$ cat src/hw/vdp_video_pkg.sv
/* video timing definitions */

package vdp_video_pkg;

    // 848x480 at 60 Hz.
    localparam int H_ACTIVE     = 848;
    localparam int H_FRONTPORCH = 16;
    localparam int H_SYNC       = 112;
    localparam int H_BACKPORCH  = 112;
    localparam int H_SIZE       = H_ACTIVE + H_FRONTPORCH + H_SYNC + H_BACKPORCH;

    localparam int V_ACTIVE     = 480;
    localparam int V_FRONTPORCH = 6;
    localparam int V_SYNC       = 8;
    localparam int V_BACKPORCH  = 23;
    localparam int V_SIZE       = V_ACTIVE + V_FRONTPORCH + V_SYNC + V_BACKPORCH;

    typedef logic [10:0] raster_x_t;
    typedef logic [9:0]  raster_y_t;
    typedef logic [11:0] rgb_t;
    typedef logic [2:0]  cell_shift_t;

    typedef enum logic [1:0] {st_fp, st_sync, st_bp, st_active} timing_state_t;

    // last count of each state, line starts in front porch.
    localparam raster_x_t H_FP_LAST   = raster_x_t'(H_FRONTPORCH - 1);
    localparam raster_x_t H_SYNC_LAST = raster_x_t'(H_FRONTPORCH + H_SYNC - 1);
    localparam raster_x_t H_BP_LAST   = raster_x_t'(H_FRONTPORCH + H_SYNC + H_BACKPORCH - 1);
    localparam raster_x_t H_LAST      = raster_x_t'(H_SIZE - 1);

    // frame starts with the active rows.
    localparam raster_y_t V_ACTIVE_LAST = raster_y_t'(V_ACTIVE - 1);
    localparam raster_y_t V_FP_LAST     = raster_y_t'(V_ACTIVE + V_FRONTPORCH - 1);
    localparam raster_y_t V_SYNC_LAST   = raster_y_t'(V_ACTIVE + V_FRONTPORCH + V_SYNC - 1);
    localparam raster_y_t V_LAST        = raster_y_t'(V_SIZE - 1);

    function automatic timing_state_t next_state(input timing_state_t state);
        case (state)
            st_fp:   return st_sync;
            st_sync: return st_bp;
            st_bp:   return st_active;
            default: return st_fp;
        endcase
    endfunction

endpackage

$ cat src/hw/vdp_regs_pkg.sv
/* configuration register map */

package vdp_regs_pkg;

    typedef logic [7:0]  axil_addr_t;
    typedef logic [31:0] axil_data_t;

    localparam logic [1:0] AXI_RESP_OKAY = 2'b00;

    localparam axil_addr_t REG_CTRL        = 8'h00;
    localparam axil_addr_t REG_COLOR_A     = 8'h04;
    localparam axil_addr_t REG_COLOR_B     = 8'h08;
    localparam axil_addr_t REG_SCROLL_X    = 8'h0C;
    localparam axil_addr_t REG_CELL_SHIFT  = 8'h10;
    localparam axil_addr_t REG_FRAME_COUNT = 8'h14;

    // reset values.
    localparam logic                       DEF_ENABLE     = 1'b1;
    localparam vdp_video_pkg::rgb_t        DEF_COLOR_A    = 12'hFFF;
    localparam vdp_video_pkg::rgb_t        DEF_COLOR_B    = 12'h000;
    localparam vdp_video_pkg::raster_x_t   DEF_SCROLL_X   = 11'd0;
    localparam vdp_video_pkg::cell_shift_t DEF_CELL_SHIFT = 3'd4;

endpackage

$ cat src/hw/vdp_config_if.sv
/* live configuration */

`timescale 1ns/1ns

interface vdp_config_if;

    logic enable;
    vdp_video_pkg::rgb_t color_a;
    vdp_video_pkg::rgb_t color_b;
    vdp_video_pkg::raster_x_t scroll_x;
    vdp_video_pkg::cell_shift_t cell_shift;

    modport master (output enable, color_a, color_b, scroll_x, cell_shift);

    modport slave (input enable, color_a, color_b, scroll_x, cell_shift);

endinterface

$ cat src/hw/vdp_timing_if.sv
/* raster timing strobes */

`timescale 1ns/1ns

interface vdp_timing_if;

    vdp_video_pkg::raster_y_t raster_y;
    logic frame_ended;
    logic active_line_started;
    logic active_display;
    logic hsync;
    logic vsync;

    modport source (
        output raster_y, frame_ended, active_line_started,
        output active_display, hsync, vsync
    );

    modport sink_pixel (
        input raster_y, frame_ended, active_line_started, active_display
    );

    modport sink_out (
        input active_display, hsync, vsync
    );

endinterface

$ cat src/hw/vdp_axil_regs.sv
/* axi4-lite configuration registers */

`timescale 1ns/1ns

module vdp_axil_regs (
    input  logic clk,
    input  logic reset,
    input  vdp_regs_pkg::axil_addr_t s_axil_awaddr,
    input  logic s_axil_awvalid,
    output logic s_axil_awready,
    input  vdp_regs_pkg::axil_data_t s_axil_wdata,
    input  logic [3:0] s_axil_wstrb,
    input  logic s_axil_wvalid,
    output logic s_axil_wready,
    output logic [1:0] s_axil_bresp,
    output logic s_axil_bvalid,
    input  logic s_axil_bready,
    input  vdp_regs_pkg::axil_addr_t s_axil_araddr,
    input  logic s_axil_arvalid,
    output logic s_axil_arready,
    output vdp_regs_pkg::axil_data_t s_axil_rdata,
    output logic [1:0] s_axil_rresp,
    output logic s_axil_rvalid,
    input  logic s_axil_rready,
    input  logic frame_ended,
    vdp_config_if.master cfg
);

    logic enable;
    vdp_video_pkg::rgb_t color_a;
    vdp_video_pkg::rgb_t color_b;
    vdp_video_pkg::raster_x_t scroll_x;
    vdp_video_pkg::cell_shift_t cell_shift;
    vdp_regs_pkg::axil_data_t frame_count;
    vdp_regs_pkg::axil_data_t wr_value;
    logic wr_accept;
    logic rd_accept;

    // register contents, zero extended.
    function automatic vdp_regs_pkg::axil_data_t reg_read(input vdp_regs_pkg::axil_addr_t addr);
        case (addr)
            vdp_regs_pkg::REG_CTRL:        return vdp_regs_pkg::axil_data_t'(enable);
            vdp_regs_pkg::REG_COLOR_A:     return vdp_regs_pkg::axil_data_t'(color_a);
            vdp_regs_pkg::REG_COLOR_B:     return vdp_regs_pkg::axil_data_t'(color_b);
            vdp_regs_pkg::REG_SCROLL_X:    return vdp_regs_pkg::axil_data_t'(scroll_x);
            vdp_regs_pkg::REG_CELL_SHIFT:  return vdp_regs_pkg::axil_data_t'(cell_shift);
            vdp_regs_pkg::REG_FRAME_COUNT: return frame_count;
            default:                       return '0;
        endcase
    endfunction

    // ####################################################################
    // write channel.

    assign wr_accept      = s_axil_awvalid && s_axil_wvalid && !s_axil_bvalid;
    assign s_axil_awready = wr_accept;
    assign s_axil_wready  = wr_accept;
    assign s_axil_bresp   = vdp_regs_pkg::AXI_RESP_OKAY;

    // bytes without strobe keep their old value.
    always_comb begin
        wr_value = reg_read(s_axil_awaddr);
        for (int i = 0; i < 4; i++) begin
            if (s_axil_wstrb[i]) begin
                wr_value[8*i +: 8] = s_axil_wdata[8*i +: 8];
            end
        end
    end

    always_ff @(posedge clk) begin
        if (reset) begin
            enable        <= vdp_regs_pkg::DEF_ENABLE;
            color_a       <= vdp_regs_pkg::DEF_COLOR_A;
            color_b       <= vdp_regs_pkg::DEF_COLOR_B;
            scroll_x      <= vdp_regs_pkg::DEF_SCROLL_X;
            cell_shift    <= vdp_regs_pkg::DEF_CELL_SHIFT;
            s_axil_bvalid <= 1'b0;
        end else if (wr_accept) begin
            s_axil_bvalid <= 1'b1;
            case (s_axil_awaddr)
                vdp_regs_pkg::REG_CTRL:       enable     <= wr_value[0];
                vdp_regs_pkg::REG_COLOR_A:    color_a    <= vdp_video_pkg::rgb_t'(wr_value);
                vdp_regs_pkg::REG_COLOR_B:    color_b    <= vdp_video_pkg::rgb_t'(wr_value);
                vdp_regs_pkg::REG_SCROLL_X:   scroll_x   <= vdp_video_pkg::raster_x_t'(wr_value);
                vdp_regs_pkg::REG_CELL_SHIFT: cell_shift <= vdp_video_pkg::cell_shift_t'(wr_value);
                default: ;
            endcase
        end else if (s_axil_bready) begin
            s_axil_bvalid <= 1'b0;
        end
    end

    // ####################################################################
    // read channel.

    assign rd_accept      = s_axil_arvalid && !s_axil_rvalid;
    assign s_axil_arready = rd_accept;
    assign s_axil_rresp   = vdp_regs_pkg::AXI_RESP_OKAY;

    always_ff @(posedge clk) begin
        if (reset) begin
            s_axil_rvalid <= 1'b0;
        end else if (rd_accept) begin
            s_axil_rvalid <= 1'b1;
        end else if (s_axil_rready) begin
            s_axil_rvalid <= 1'b0;
        end
    end

    always_ff @(posedge clk) begin
        if (rd_accept) begin
            s_axil_rdata <= reg_read(s_axil_araddr);
        end
    end

    always_ff @(posedge clk) begin
        if (reset) begin
            frame_count <= '0;
        end else if (frame_ended) begin
            frame_count <= frame_count + 1'b1;
        end
    end

    assign cfg.enable     = enable;
    assign cfg.color_a    = color_a;
    assign cfg.color_b    = color_b;
    assign cfg.scroll_x   = scroll_x;
    assign cfg.cell_shift = cell_shift;

    bvalid_held: assert property (@(posedge clk) disable iff (reset)
        s_axil_bvalid && !s_axil_bready |=> s_axil_bvalid);

    rvalid_held: assert property (@(posedge clk) disable iff (reset)
        s_axil_rvalid && !s_axil_rready |=> s_axil_rvalid);

endmodule

$ cat src/hw/vdp_pattern_gen.sv
/* checkerboard pattern */

`timescale 1ns/1ns

module vdp_pattern_gen (
    input  logic clk,
    input  logic reset,
    vdp_timing_if.sink_pixel tim,
    vdp_config_if.slave cfg,
    output vdp_video_pkg::rgb_t pixel_rgb
);

    logic sh_enable;
    vdp_video_pkg::rgb_t sh_color_a;
    vdp_video_pkg::rgb_t sh_color_b;
    vdp_video_pkg::raster_x_t sh_scroll_x;
    vdp_video_pkg::cell_shift_t sh_cell_shift;
    vdp_video_pkg::raster_x_t column;
    vdp_video_pkg::raster_x_t scrolled_x;
    vdp_video_pkg::raster_x_t cell_x;
    vdp_video_pkg::raster_y_t cell_y;
    logic pick_b;

    // config only changes between frames.
    always_ff @(posedge clk) begin
        if (reset) begin
            sh_enable     <= vdp_regs_pkg::DEF_ENABLE;
            sh_color_a    <= vdp_regs_pkg::DEF_COLOR_A;
            sh_color_b    <= vdp_regs_pkg::DEF_COLOR_B;
            sh_scroll_x   <= vdp_regs_pkg::DEF_SCROLL_X;
            sh_cell_shift <= vdp_regs_pkg::DEF_CELL_SHIFT;
        end else if (tim.frame_ended) begin
            sh_enable     <= cfg.enable;
            sh_color_a    <= cfg.color_a;
            sh_color_b    <= cfg.color_b;
            sh_scroll_x   <= cfg.scroll_x;
            sh_cell_shift <= cfg.cell_shift;
        end
    end

    always_ff @(posedge clk) begin
        if (reset || tim.active_line_started) begin
            column <= '0;
        end else if (tim.active_display) begin
            column <= column + 1'b1;
        end
    end

    // wraps at 2048.
    assign scrolled_x = column + sh_scroll_x;
    assign cell_x     = scrolled_x >> sh_cell_shift;
    assign cell_y     = tim.raster_y >> sh_cell_shift;
    assign pick_b     = sh_enable && (cell_x[0] ^ cell_y[0]);

    always_ff @(posedge clk) begin
        pixel_rgb <= pick_b ? sh_color_b : sh_color_a;
    end

endmodule

$ cat src/hw/vdp_top.sv
/* vdp video front end */

`timescale 1ns/1ns

module vdp_top (
    input  logic clk,
    input  logic reset,
    input  vdp_regs_pkg::axil_addr_t s_axil_awaddr,
    input  logic s_axil_awvalid,
    output logic s_axil_awready,
    input  vdp_regs_pkg::axil_data_t s_axil_wdata,
    input  logic [3:0] s_axil_wstrb,
    input  logic s_axil_wvalid,
    output logic s_axil_wready,
    output logic [1:0] s_axil_bresp,
    output logic s_axil_bvalid,
    input  logic s_axil_bready,
    input  vdp_regs_pkg::axil_addr_t s_axil_araddr,
    input  logic s_axil_arvalid,
    output logic s_axil_arready,
    output vdp_regs_pkg::axil_data_t s_axil_rdata,
    output logic [1:0] s_axil_rresp,
    output logic s_axil_rvalid,
    input  logic s_axil_rready,
    output vdp_video_pkg::rgb_t vga_rgb,
    output logic vga_hsync,
    output logic vga_vsync,
    output logic vga_de
);

    vdp_timing_if tim ();
    vdp_config_if cfg ();
    vdp_video_pkg::rgb_t pixel_rgb;

    vdp_vga_timing timing_i (
        .clk   (clk),
        .reset (reset),
        .tim   (tim.source)
    );

    vdp_axil_regs regs_i (
        .clk            (clk),
        .reset          (reset),
        .s_axil_awaddr  (s_axil_awaddr),
        .s_axil_awvalid (s_axil_awvalid),
        .s_axil_awready (s_axil_awready),
        .s_axil_wdata   (s_axil_wdata),
        .s_axil_wstrb   (s_axil_wstrb),
        .s_axil_wvalid  (s_axil_wvalid),
        .s_axil_wready  (s_axil_wready),
        .s_axil_bresp   (s_axil_bresp),
        .s_axil_bvalid  (s_axil_bvalid),
        .s_axil_bready  (s_axil_bready),
        .s_axil_araddr  (s_axil_araddr),
        .s_axil_arvalid (s_axil_arvalid),
        .s_axil_arready (s_axil_arready),
        .s_axil_rdata   (s_axil_rdata),
        .s_axil_rresp   (s_axil_rresp),
        .s_axil_rvalid  (s_axil_rvalid),
        .s_axil_rready  (s_axil_rready),
        .frame_ended    (tim.frame_ended),
        .cfg            (cfg.master)
    );

    vdp_pattern_gen pattern_i (
        .clk       (clk),
        .reset     (reset),
        .tim       (tim.sink_pixel),
        .cfg       (cfg.slave),
        .pixel_rgb (pixel_rgb)
    );

    vdp_vga_out out_i (
        .clk       (clk),
        .reset     (reset),
        .tim       (tim.sink_out),
        .pixel_rgb (pixel_rgb),
        .vga_rgb   (vga_rgb),
        .vga_hsync (vga_hsync),
        .vga_vsync (vga_vsync),
        .vga_de    (vga_de)
    );

endmodule

$ cat src/hw/vdp_vga_out.sv
/* vga output stage */

`timescale 1ns/1ns

module vdp_vga_out (
    input  logic clk,
    input  logic reset,
    vdp_timing_if.sink_out tim,
    input  vdp_video_pkg::rgb_t pixel_rgb,
    output vdp_video_pkg::rgb_t vga_rgb,
    output logic vga_hsync,
    output logic vga_vsync,
    output logic vga_de
);

    // first stage lines up with pixel_rgb.
    logic de_d1;
    logic hsync_d1;
    logic vsync_d1;

    always_ff @(posedge clk) begin
        if (reset) begin
            de_d1     <= 1'b0;
            hsync_d1  <= 1'b1;
            vsync_d1  <= 1'b1;
            vga_de    <= 1'b0;
            vga_hsync <= 1'b1;
            vga_vsync <= 1'b1;
            vga_rgb   <= '0;
        end else begin
            de_d1     <= tim.active_display;
            hsync_d1  <= tim.hsync;
            vsync_d1  <= tim.vsync;
            vga_de    <= de_d1;
            vga_hsync <= hsync_d1;
            vga_vsync <= vsync_d1;
            vga_rgb   <= de_d1 ? pixel_rgb : '0;
        end
    end

    blank_outside_active: assert property (@(posedge clk) disable iff (reset)
        !tim.active_display |-> ##2 (!vga_de && vga_rgb == '0));

endmodule

$ cat src/hw/vdp_vga_timing.sv
/* vga timing generator */

`timescale 1ns/1ns

module vdp_vga_timing (
    input  logic clk,
    input  logic reset,
    vdp_timing_if.source tim
);

    vdp_video_pkg::timing_state_t x_state;
    vdp_video_pkg::timing_state_t x_state_nx;
    vdp_video_pkg::timing_state_t y_state;
    vdp_video_pkg::timing_state_t y_state_nx;
    vdp_video_pkg::raster_x_t raster_x;
    vdp_video_pkg::raster_x_t raster_x_nx;
    vdp_video_pkg::raster_x_t x_target;
    vdp_video_pkg::raster_y_t raster_y_nx;
    vdp_video_pkg::raster_y_t y_target;
    logic line_end;

    // ####################################################################
    // state machines.

    always_comb begin
        case (x_state)
            vdp_video_pkg::st_fp:   x_target = vdp_video_pkg::H_FP_LAST;
            vdp_video_pkg::st_sync: x_target = vdp_video_pkg::H_SYNC_LAST;
            vdp_video_pkg::st_bp:   x_target = vdp_video_pkg::H_BP_LAST;
            default:                x_target = vdp_video_pkg::H_LAST;
        endcase
    end

    always_comb begin
        case (y_state)
            vdp_video_pkg::st_fp:   y_target = vdp_video_pkg::V_FP_LAST;
            vdp_video_pkg::st_sync: y_target = vdp_video_pkg::V_SYNC_LAST;
            vdp_video_pkg::st_bp:   y_target = vdp_video_pkg::V_LAST;
            default:                y_target = vdp_video_pkg::V_ACTIVE_LAST;
        endcase
    end

    assign line_end = (x_state == vdp_video_pkg::st_active) && (raster_x == vdp_video_pkg::H_LAST);

    always_comb begin
        x_state_nx = x_state;
        y_state_nx = y_state;
        if (raster_x == x_target) begin
            x_state_nx = vdp_video_pkg::next_state(x_state);
        end
        // vertical axis moves on line boundaries only.
        if (line_end && tim.raster_y == y_target) begin
            y_state_nx = vdp_video_pkg::next_state(y_state);
        end
    end

    always_comb begin
        raster_x_nx = raster_x + 1'b1;
        raster_y_nx = tim.raster_y;
        if (line_end) begin
            raster_x_nx = '0;
            raster_y_nx = (tim.raster_y == vdp_video_pkg::V_LAST) ? '0 : tim.raster_y + 1'b1;
        end
    end

    // ####################################################################
    // registered raster and strobes.

    always_ff @(posedge clk) begin
        if (reset) begin
            x_state                 <= vdp_video_pkg::st_fp;
            y_state                 <= vdp_video_pkg::st_active;
            raster_x                <= '0;
            tim.raster_y            <= '0;
            tim.hsync               <= 1'b1;
            tim.vsync               <= 1'b1;
            tim.active_display      <= 1'b0;
            tim.frame_ended         <= 1'b0;
            tim.active_line_started <= 1'b0;
        end else begin
            x_state            <= x_state_nx;
            y_state            <= y_state_nx;
            raster_x           <= raster_x_nx;
            tim.raster_y       <= raster_y_nx;
            tim.hsync          <= x_state_nx != vdp_video_pkg::st_sync;
            tim.vsync          <= y_state_nx != vdp_video_pkg::st_sync;
            tim.active_display <= (x_state_nx == vdp_video_pkg::st_active)
                && (y_state_nx == vdp_video_pkg::st_active);
            tim.frame_ended    <= line_end && (tim.raster_y == vdp_video_pkg::V_LAST);
            // high one cycle ahead of the first active pixel.
            tim.active_line_started <= (raster_x_nx == vdp_video_pkg::H_BP_LAST)
                && (y_state_nx == vdp_video_pkg::st_active);
        end
    end

    hsync_in_sync_state: assert property (@(posedge clk) disable iff (reset)
        !tim.hsync == (raster_x > vdp_video_pkg::H_FP_LAST
            && raster_x <= vdp_video_pkg::H_SYNC_LAST));

    frame_wraps_to_row_0: assert property (@(posedge clk) disable iff (reset)
        tim.frame_ended |=> tim.raster_y == '0);

endmodule

$ cat config.mk
export PLATFORM = sky130hd
export DESIGN_NAME = vdp_top
export DESIGN_NICKNAME = d
export VERILOG_FILES = /design/src/hw/vdp_video_pkg.sv /design/src/hw/vdp_regs_pkg.sv /design/src/hw/vdp_config_if.sv /design/src/hw/vdp_timing_if.sv /design/src/hw/vdp_axil_regs.sv /design/src/hw/vdp_pattern_gen.sv /design/src/hw/vdp_top.sv /design/src/hw/vdp_vga_out.sv /design/src/hw/vdp_vga_timing.sv
export SDC_FILE = /design/constraint.sdc
export NUM_CORES = 1
export LEC_CHECK = 0
export BUFFER_PORTS_ARGS = -buffer_cell sky130_fd_sc_hd__buf_2
export CAP_MARGIN = 25
export CORE_ASPECT_RATIO = 0.6
export CORE_MARGIN = 5
export CORE_UTILIZATION = 45
export DETAILED_ROUTE_END_ITERATION = 10
export HOLD_SLACK_MARGIN = 0.1
export PLACE_DENSITY = 0.63
export SLEW_MARGIN = 20
export SYNTH_ARGS = -nofsm -noshare
export SYNTH_HDL_FRONTEND = slang
export SYNTH_SLANG_ARGS = --single-unit
$ cat constraint.sdc
create_clock -name clk -period 6.69 [get_ports clk]
set_clock_uncertainty 0.1 [all_clocks]
set_input_delay 0.3345 -clock clk [delete_from_list [all_inputs] [get_ports clk]]
set_output_delay 0.3345 -clock clk [all_outputs]
set_load 0.01 [all_outputs]
---- Yosys cells after proc, flatten, opt, wreduce, memory -nomap -nowiden ----
Cells that the tools add are included.
word-level totals
  register bits ........................... 215
  latch bits .............................. 0
  RAM bits ................................ 0
  bits in read-only memories .............. 0
  input port bits ......................... 59
  output and inout bits ................... 56
  word-level logic and storage cells ...... 105
  memories ................................ 0
cells by class
  add/sub/neg operators ................... 5
  multiply operators ...................... 0
  div/mod/pow operators ................... 0
  $lt $le $gt $ge ......................... 0
  equality and inequality tests ........... 23
  shift operators ......................... 2
  mux-type cells .......................... 17
  bitwise logic cells ..................... 2
  reduce and logical (&&, ||, !) cells .... 24
operators by type and width
  kind                                                               number
  32-bit one-hot mux with 6 select lines                             1
  12-bit one-hot mux with 4 select lines                             1
  11-bit one-hot mux with 3 select lines                             1
  32-bit by 1-bit adder with 32-bit output (second input constant)   1
  8-bit by 4-bit == test with 1-bit output (second input constant)   4
  10-bit one-hot mux with 3 select lines                             1
  8-bit by 5-bit == test with 1-bit output (second input constant)   3
  11-bit by 1-bit adder with 11-bit output (second input constant)   2
  8-bit by 3-bit == test with 1-bit output (second input constant)   2
  8-bit logical NOT                                                  2
  12-bit 2-to-1 mux                                                  1
  2-bit one-hot mux with 3 select lines                              2
  11-bit adder                                                       1
  11-bit == test                                                     1
  11-bit == test (second input constant)                             1
  11-bit by 8-bit == test with 1-bit output (second input constant)  1
  11-bit 2-to-1 mux                                                  1
  11-bit by 3-bit >> shifter with 1-bit output                       1
  10-bit by 1-bit adder with 10-bit output (second input constant)   1
  10-bit == test                                                     1
  10-bit == test (second input constant)                             1
  2-bit == test (second input constant)                              5
  10-bit 2-to-1 mux                                                  1
  2-bit AND reduction                                                5
  15 further kinds                                                   32

---- Longest topological paths before layout ----
  depth after elaboration ................. 7
  mapped depth ............................ 10
  gate-level depth less buffers ........... 9

---- By module ----
From an unflattened synthesis, not the netlist that was laid out.
second synthesis, totals
  cells, all modules ...................... 1008
  area total of the unflattened synthesis .. 10073.4 um2
by module, submodules not included
  module           times used  cells each  area an instance (um2)  seq. area each (um2)
  vdp_axil_regs    1           527         5233.8                  2422.3
  vdp_pattern_gen  1           245         2563.7                  1121.1
  vdp_vga_timing   1           198         1749.2                  600.6
  vdp_vga_out      1           38          526.8                   360.3

---- Worst setup path before layout ----
Ideal clock, no wire load.
  path kind ............................... register to register
  from .................................... register pattern_i.column[0]
  to ...................................... register pattern_i.pixel_rgb[10]
  library setup time ...................... 0.121 ns
  arrival time ............................ 2.596 ns
  required time ........................... 6.469 ns
  path slack .............................. 3.872 ns
  stages on the path, launching flop included .. 11
  buffers on the path ..................... 1
  clock period less this slack ............ 2.818 ns
  cell sequence ........................... dfxtp_1 -> ha_1 -> fa_1 -> a21o_1 -> a221oi_2 -> xor2_1 -> o21ai_1 -> o2111a_1 -> a211o_1 -> buf_6 -> mux2_4
on the way
  cells in the longest elaborated chain, start to end .. 5
RTL lines
  item                                          RTL line               text
  start: declaration                            vdp_pattern_gen.sv:18  vdp_video_pkg::raster_x_t column;
  start signal: assignment                      vdp_pattern_gen.sv:45  column <= column + 1'b1;
  11-bit adder                                  vdp_pattern_gen.sv:50  assign scrolled_x = column + sh_scroll_x;
  11-bit by 3-bit >> shifter with 1-bit output  vdp_pattern_gen.sv:51  assign cell_x = scrolled_x >> sh_cell_shift;
  1-bit bitwise XOR                             vdp_pattern_gen.sv:53  assign pick_b = sh_enable && (cell_x[0] ^ cell_y[0]);
  1-bit logical AND                             vdp_pattern_gen.sv:53
  12-bit 2-to-1 mux                             vdp_pattern_gen.sv:56  pixel_rgb <= pick_b ? sh_color_b : sh_color_a;
  end signal: assignment                        vdp_pattern_gen.sv:56
  end: declaration                              vdp_pattern_gen.sv:10  output vdp_video_pkg::rgb_t pixel_rgb
No other way between the ends.
A chain may end at the register's enable or synchronous reset.

---- Worst setup path after layout ----
Ends and elaborated chain as after synthesis.

==> impl_results.md <==
- Status: finished clean
- Share of layout cells above drive strength 1: 0.159
- Max Clk Rate: 301 MHz
- DRT Pass-1 Iters: 5
- Initial cell density of the core: 0.461
- Synthesized area: 9300 sq um
- Post-Synthesis Cells: 942
- Worst hold stages: 4
- Initial antenna violation count: 0
- Synth Area in XOR/XNOR: 0.0518
- Filler cell count: 1842
- Top sig layer: met4
- Synth Area in Compound Gates: 0.135
- Die Ht: 121 um
- Most frequent cells in the layout: dfxtp_1 (176), nor2_1 (136), buf_2 (88)
- Number of distinct library cells after synthesis: 64
- Drt wl/cell: 17.0 um
- Routed length on met1: 12500 um
- CP Capture Type: flip-flop
- Total routed wirelength: 21900 um
- Seq/Total Area, Yosys: 0.485
- Area of the core: 20200 sq um
- IO Count: 115
- Largest family of logic cells by synthesized area: simple AND/OR/NAND/NOR gates
- Clock Tree Buf Depth: 3
- Setup TNS: 0 ns
- Clk slew on worst S/H paths: 0.06 ns
- Site Rows: 40
- Hold WC Path Type: in2reg
- R2R setup slack: 3.37 ns
- CTS tree: yes
- Asr flop ratio synth: 0
- Worst setup path start: pattern_i.column[0]$_SDFFE_PP0P_
- Residual DRC: 0
- Root Driver: clkbuf_16
- Synth Warn #: 0
- Diode count: 0
- Crit-path cells: ha_1, fa_1, a21o_1, a221oi_2, xor2_1, o21ai_1, o2111a_1, a211o_1, mux2_4
- Worst path max stage delay: 0.60 ns
- Mux cell area share after synthesis: 0.0748
- Commonest non-fill, non-tap cell in the layout: dfxtp_1
- Placed wire-length estimate: 15400 um
- Worst hold start: s_axil_wdata[11]
- Min Hold Slack: 0.125 ns
- Count of pins over their slew limit: 0
- Post-Synth Simple-Gate Area: 0.190
- PwrDens: 243 nW/um^2
- Seq cells post-synth: 209
- Total die area: 23700 sq um
- Arrival time worst endpoint: 3.60 ns
- Synth Flop Type: dfxtp_1
- Max-Cap Viols: 0
- Tmin final: 3.32 ns
- All-Layer GR Usage: 0.181
- Lkg Pwr: 0.00399 uW
- Remaining antenna violation count after routing: 0
- Total gr overflow: 0
- Port Buf Inserts: 88
- Final period utilization: 0.496
- Critical path class: reg2reg
- Largest net degree at the start of global routing: 78
- Post-CTS Resized: 0
- Initial detailed-routing violation count: 576
- First-pass GRT wire length: 35200 um
- Final setup vio count: 0
- Adder and majority cell fraction of the synthesized area: 0.0277
- Routed met3 length: 1560 um
- Worst Path Max Fanout: 12
- Final hold violations: 0
- Routed vias/inst: 5.37
- Syn_area_per_cell: 9.87 sq um
- RSZ-0062 raised after global routing: false
- Met2 WL: 7700 um
- Vias: 6939
- Crit path required time: 6.97 ns
- Max-slew headroom: 0.273
- Num CTS Buffers: 21
- Number of global-route vias before repair: 6409
- Die X-Extent: 196 um
- Critical Path Start Type: flip-flop
- # nets final: 1083
- FF-to-FF path depth: 9
- Reg2reg start: pattern_i.column[0]$_SDFFE_PP0P_
- Clk Latency, worst-skew pair: 0.50 ns
- Post-synth EDFFs: 32
- Final Wtd Congestion: 0.845
- Clock Sinks: 209
- # H-tree levels: 1
- P&R area growth vs syn: 14.1%
- VDD IR-drop max: 0.154 mV
- Slew @ Worst Pin: 1.09 ns
- Worst path slowest cell: a211o_1
[critical path: cells and delay by family, from the launching register on]
family	cells	cell delay (ns)
xor gates and xnor gates	1	0.20
AOI/OAI and AO/OA	5	1.41
adders and majority gates	2	0.69
DFF	1	0.35
muxes	1	0.46
[report_power, final]
group	total (uW)	switching, uW	internal [uW]
registers	1290	5.77	1290
clock network	1190	497	697
logic	89.3	58.6	30.6
total	2580	562	2010
[worst paths after layout]
kind | end
worst max register to register | pattern_i.pixel_rgb[10]$_DFF_P_
worst max-delay path | pattern_i.pixel_rgb[10]$_DFF_P_
worst min-delay path | regs_i.cfg.color_a[11]$_SDFFE_PP1P_
worst min register to register | out_i.vsync_d1$_SDFF_PP1_
[cell type report]
cell class	instances	area [sq um]	share of cell area
clock buffers	30	589	0.0555
clock inverters	8	108	0.0101
inverters	20	75.1	0.00708
multi-input cells	655	4480	0.422
flip-flops and latches	209	4510	0.425
well taps	273	342	0.0322
repair buffers	97	515	0.0486
[registers in the layout, summed over array words and instances (netlist names), 10 cells and up]
signal	count
timing_i.raster_x	11
regs_i.cfg.scroll_x	11
out_i.vga_rgb	12
regs_i.cfg.color_a	12
pattern_i.sh_color_a	12
pattern_i.pixel_rgb	12
regs_i.frame_count	32
timing_i.tim.raster_y	10
pattern_i.sh_color_b	12
regs_i.cfg.color_b	12
regs_i.s_axil_rdata	32
[metrics by stage]
stage,utilization,total power [uW],cells,setup slack (ns),cell area [sq um]
after floorplan,-,1370,945,3.87,9310
after global placement,0.490,1410,1250,3.40,9880
after detailed placement,0.490,1410,1251,3.39,9880
after CTS,0.526,2600,1292,3.38,10600
after global routing,0.526,2660,1292,3.23,10600
final,0.526,2580,1292,3.37,10600
[what timing repair did]
item	in CTS	in global routing
hold endpoints to repair	2	0
hold buffers	3	0
buffers inserted	0	0
[cells by family (layout without fill, tap and decap cells)]
family,count (synthesis),count (layout)
and+or+nand+nor,347,347
DFF,209,209
AOI/OAI and AO/OA,167,167
buffers and inverters,81,155
muxes,62,62
xor gates and xnor gates,55,55
adders and majority gates,20,20
other,1,4
[cells in the mapped netlist, types with 10 or more instances]
library cell    n  area, sq um
inv_1          20         75.1
xor2_1         29          254
a21oi_1        20          100
a211o_1        31          272
a22o_1         16          140
nand3_1        24          120
xnor2_1        26          228
nor2_1        136          510
a211oi_1       27          203
mux2_4         10          150
mux2i_1        41          410
dfxtp_1       177         3540
nand2_1        38          143
or3_1          13         81.3
a22oi_1        17          128
nor2b_1        24          150
and2_1         40          250
mux2_2         10          113
o21ai_0        19         95.1
nand4_1        15         93.8
and3_1         10         62.6
ha_1           19          238
clkbuf_1       43          161
a221o_1        10          100
edfxtp_1       32          961
[layer usage]
layer  GRT usage  vias to the layer above
met5           0                        -
met4      0.0253                        0
met3      0.0400                       14
met2       0.224                      204
met1       0.311                     3247
li1            -                     3474
(Power assumes the default switching activity.)
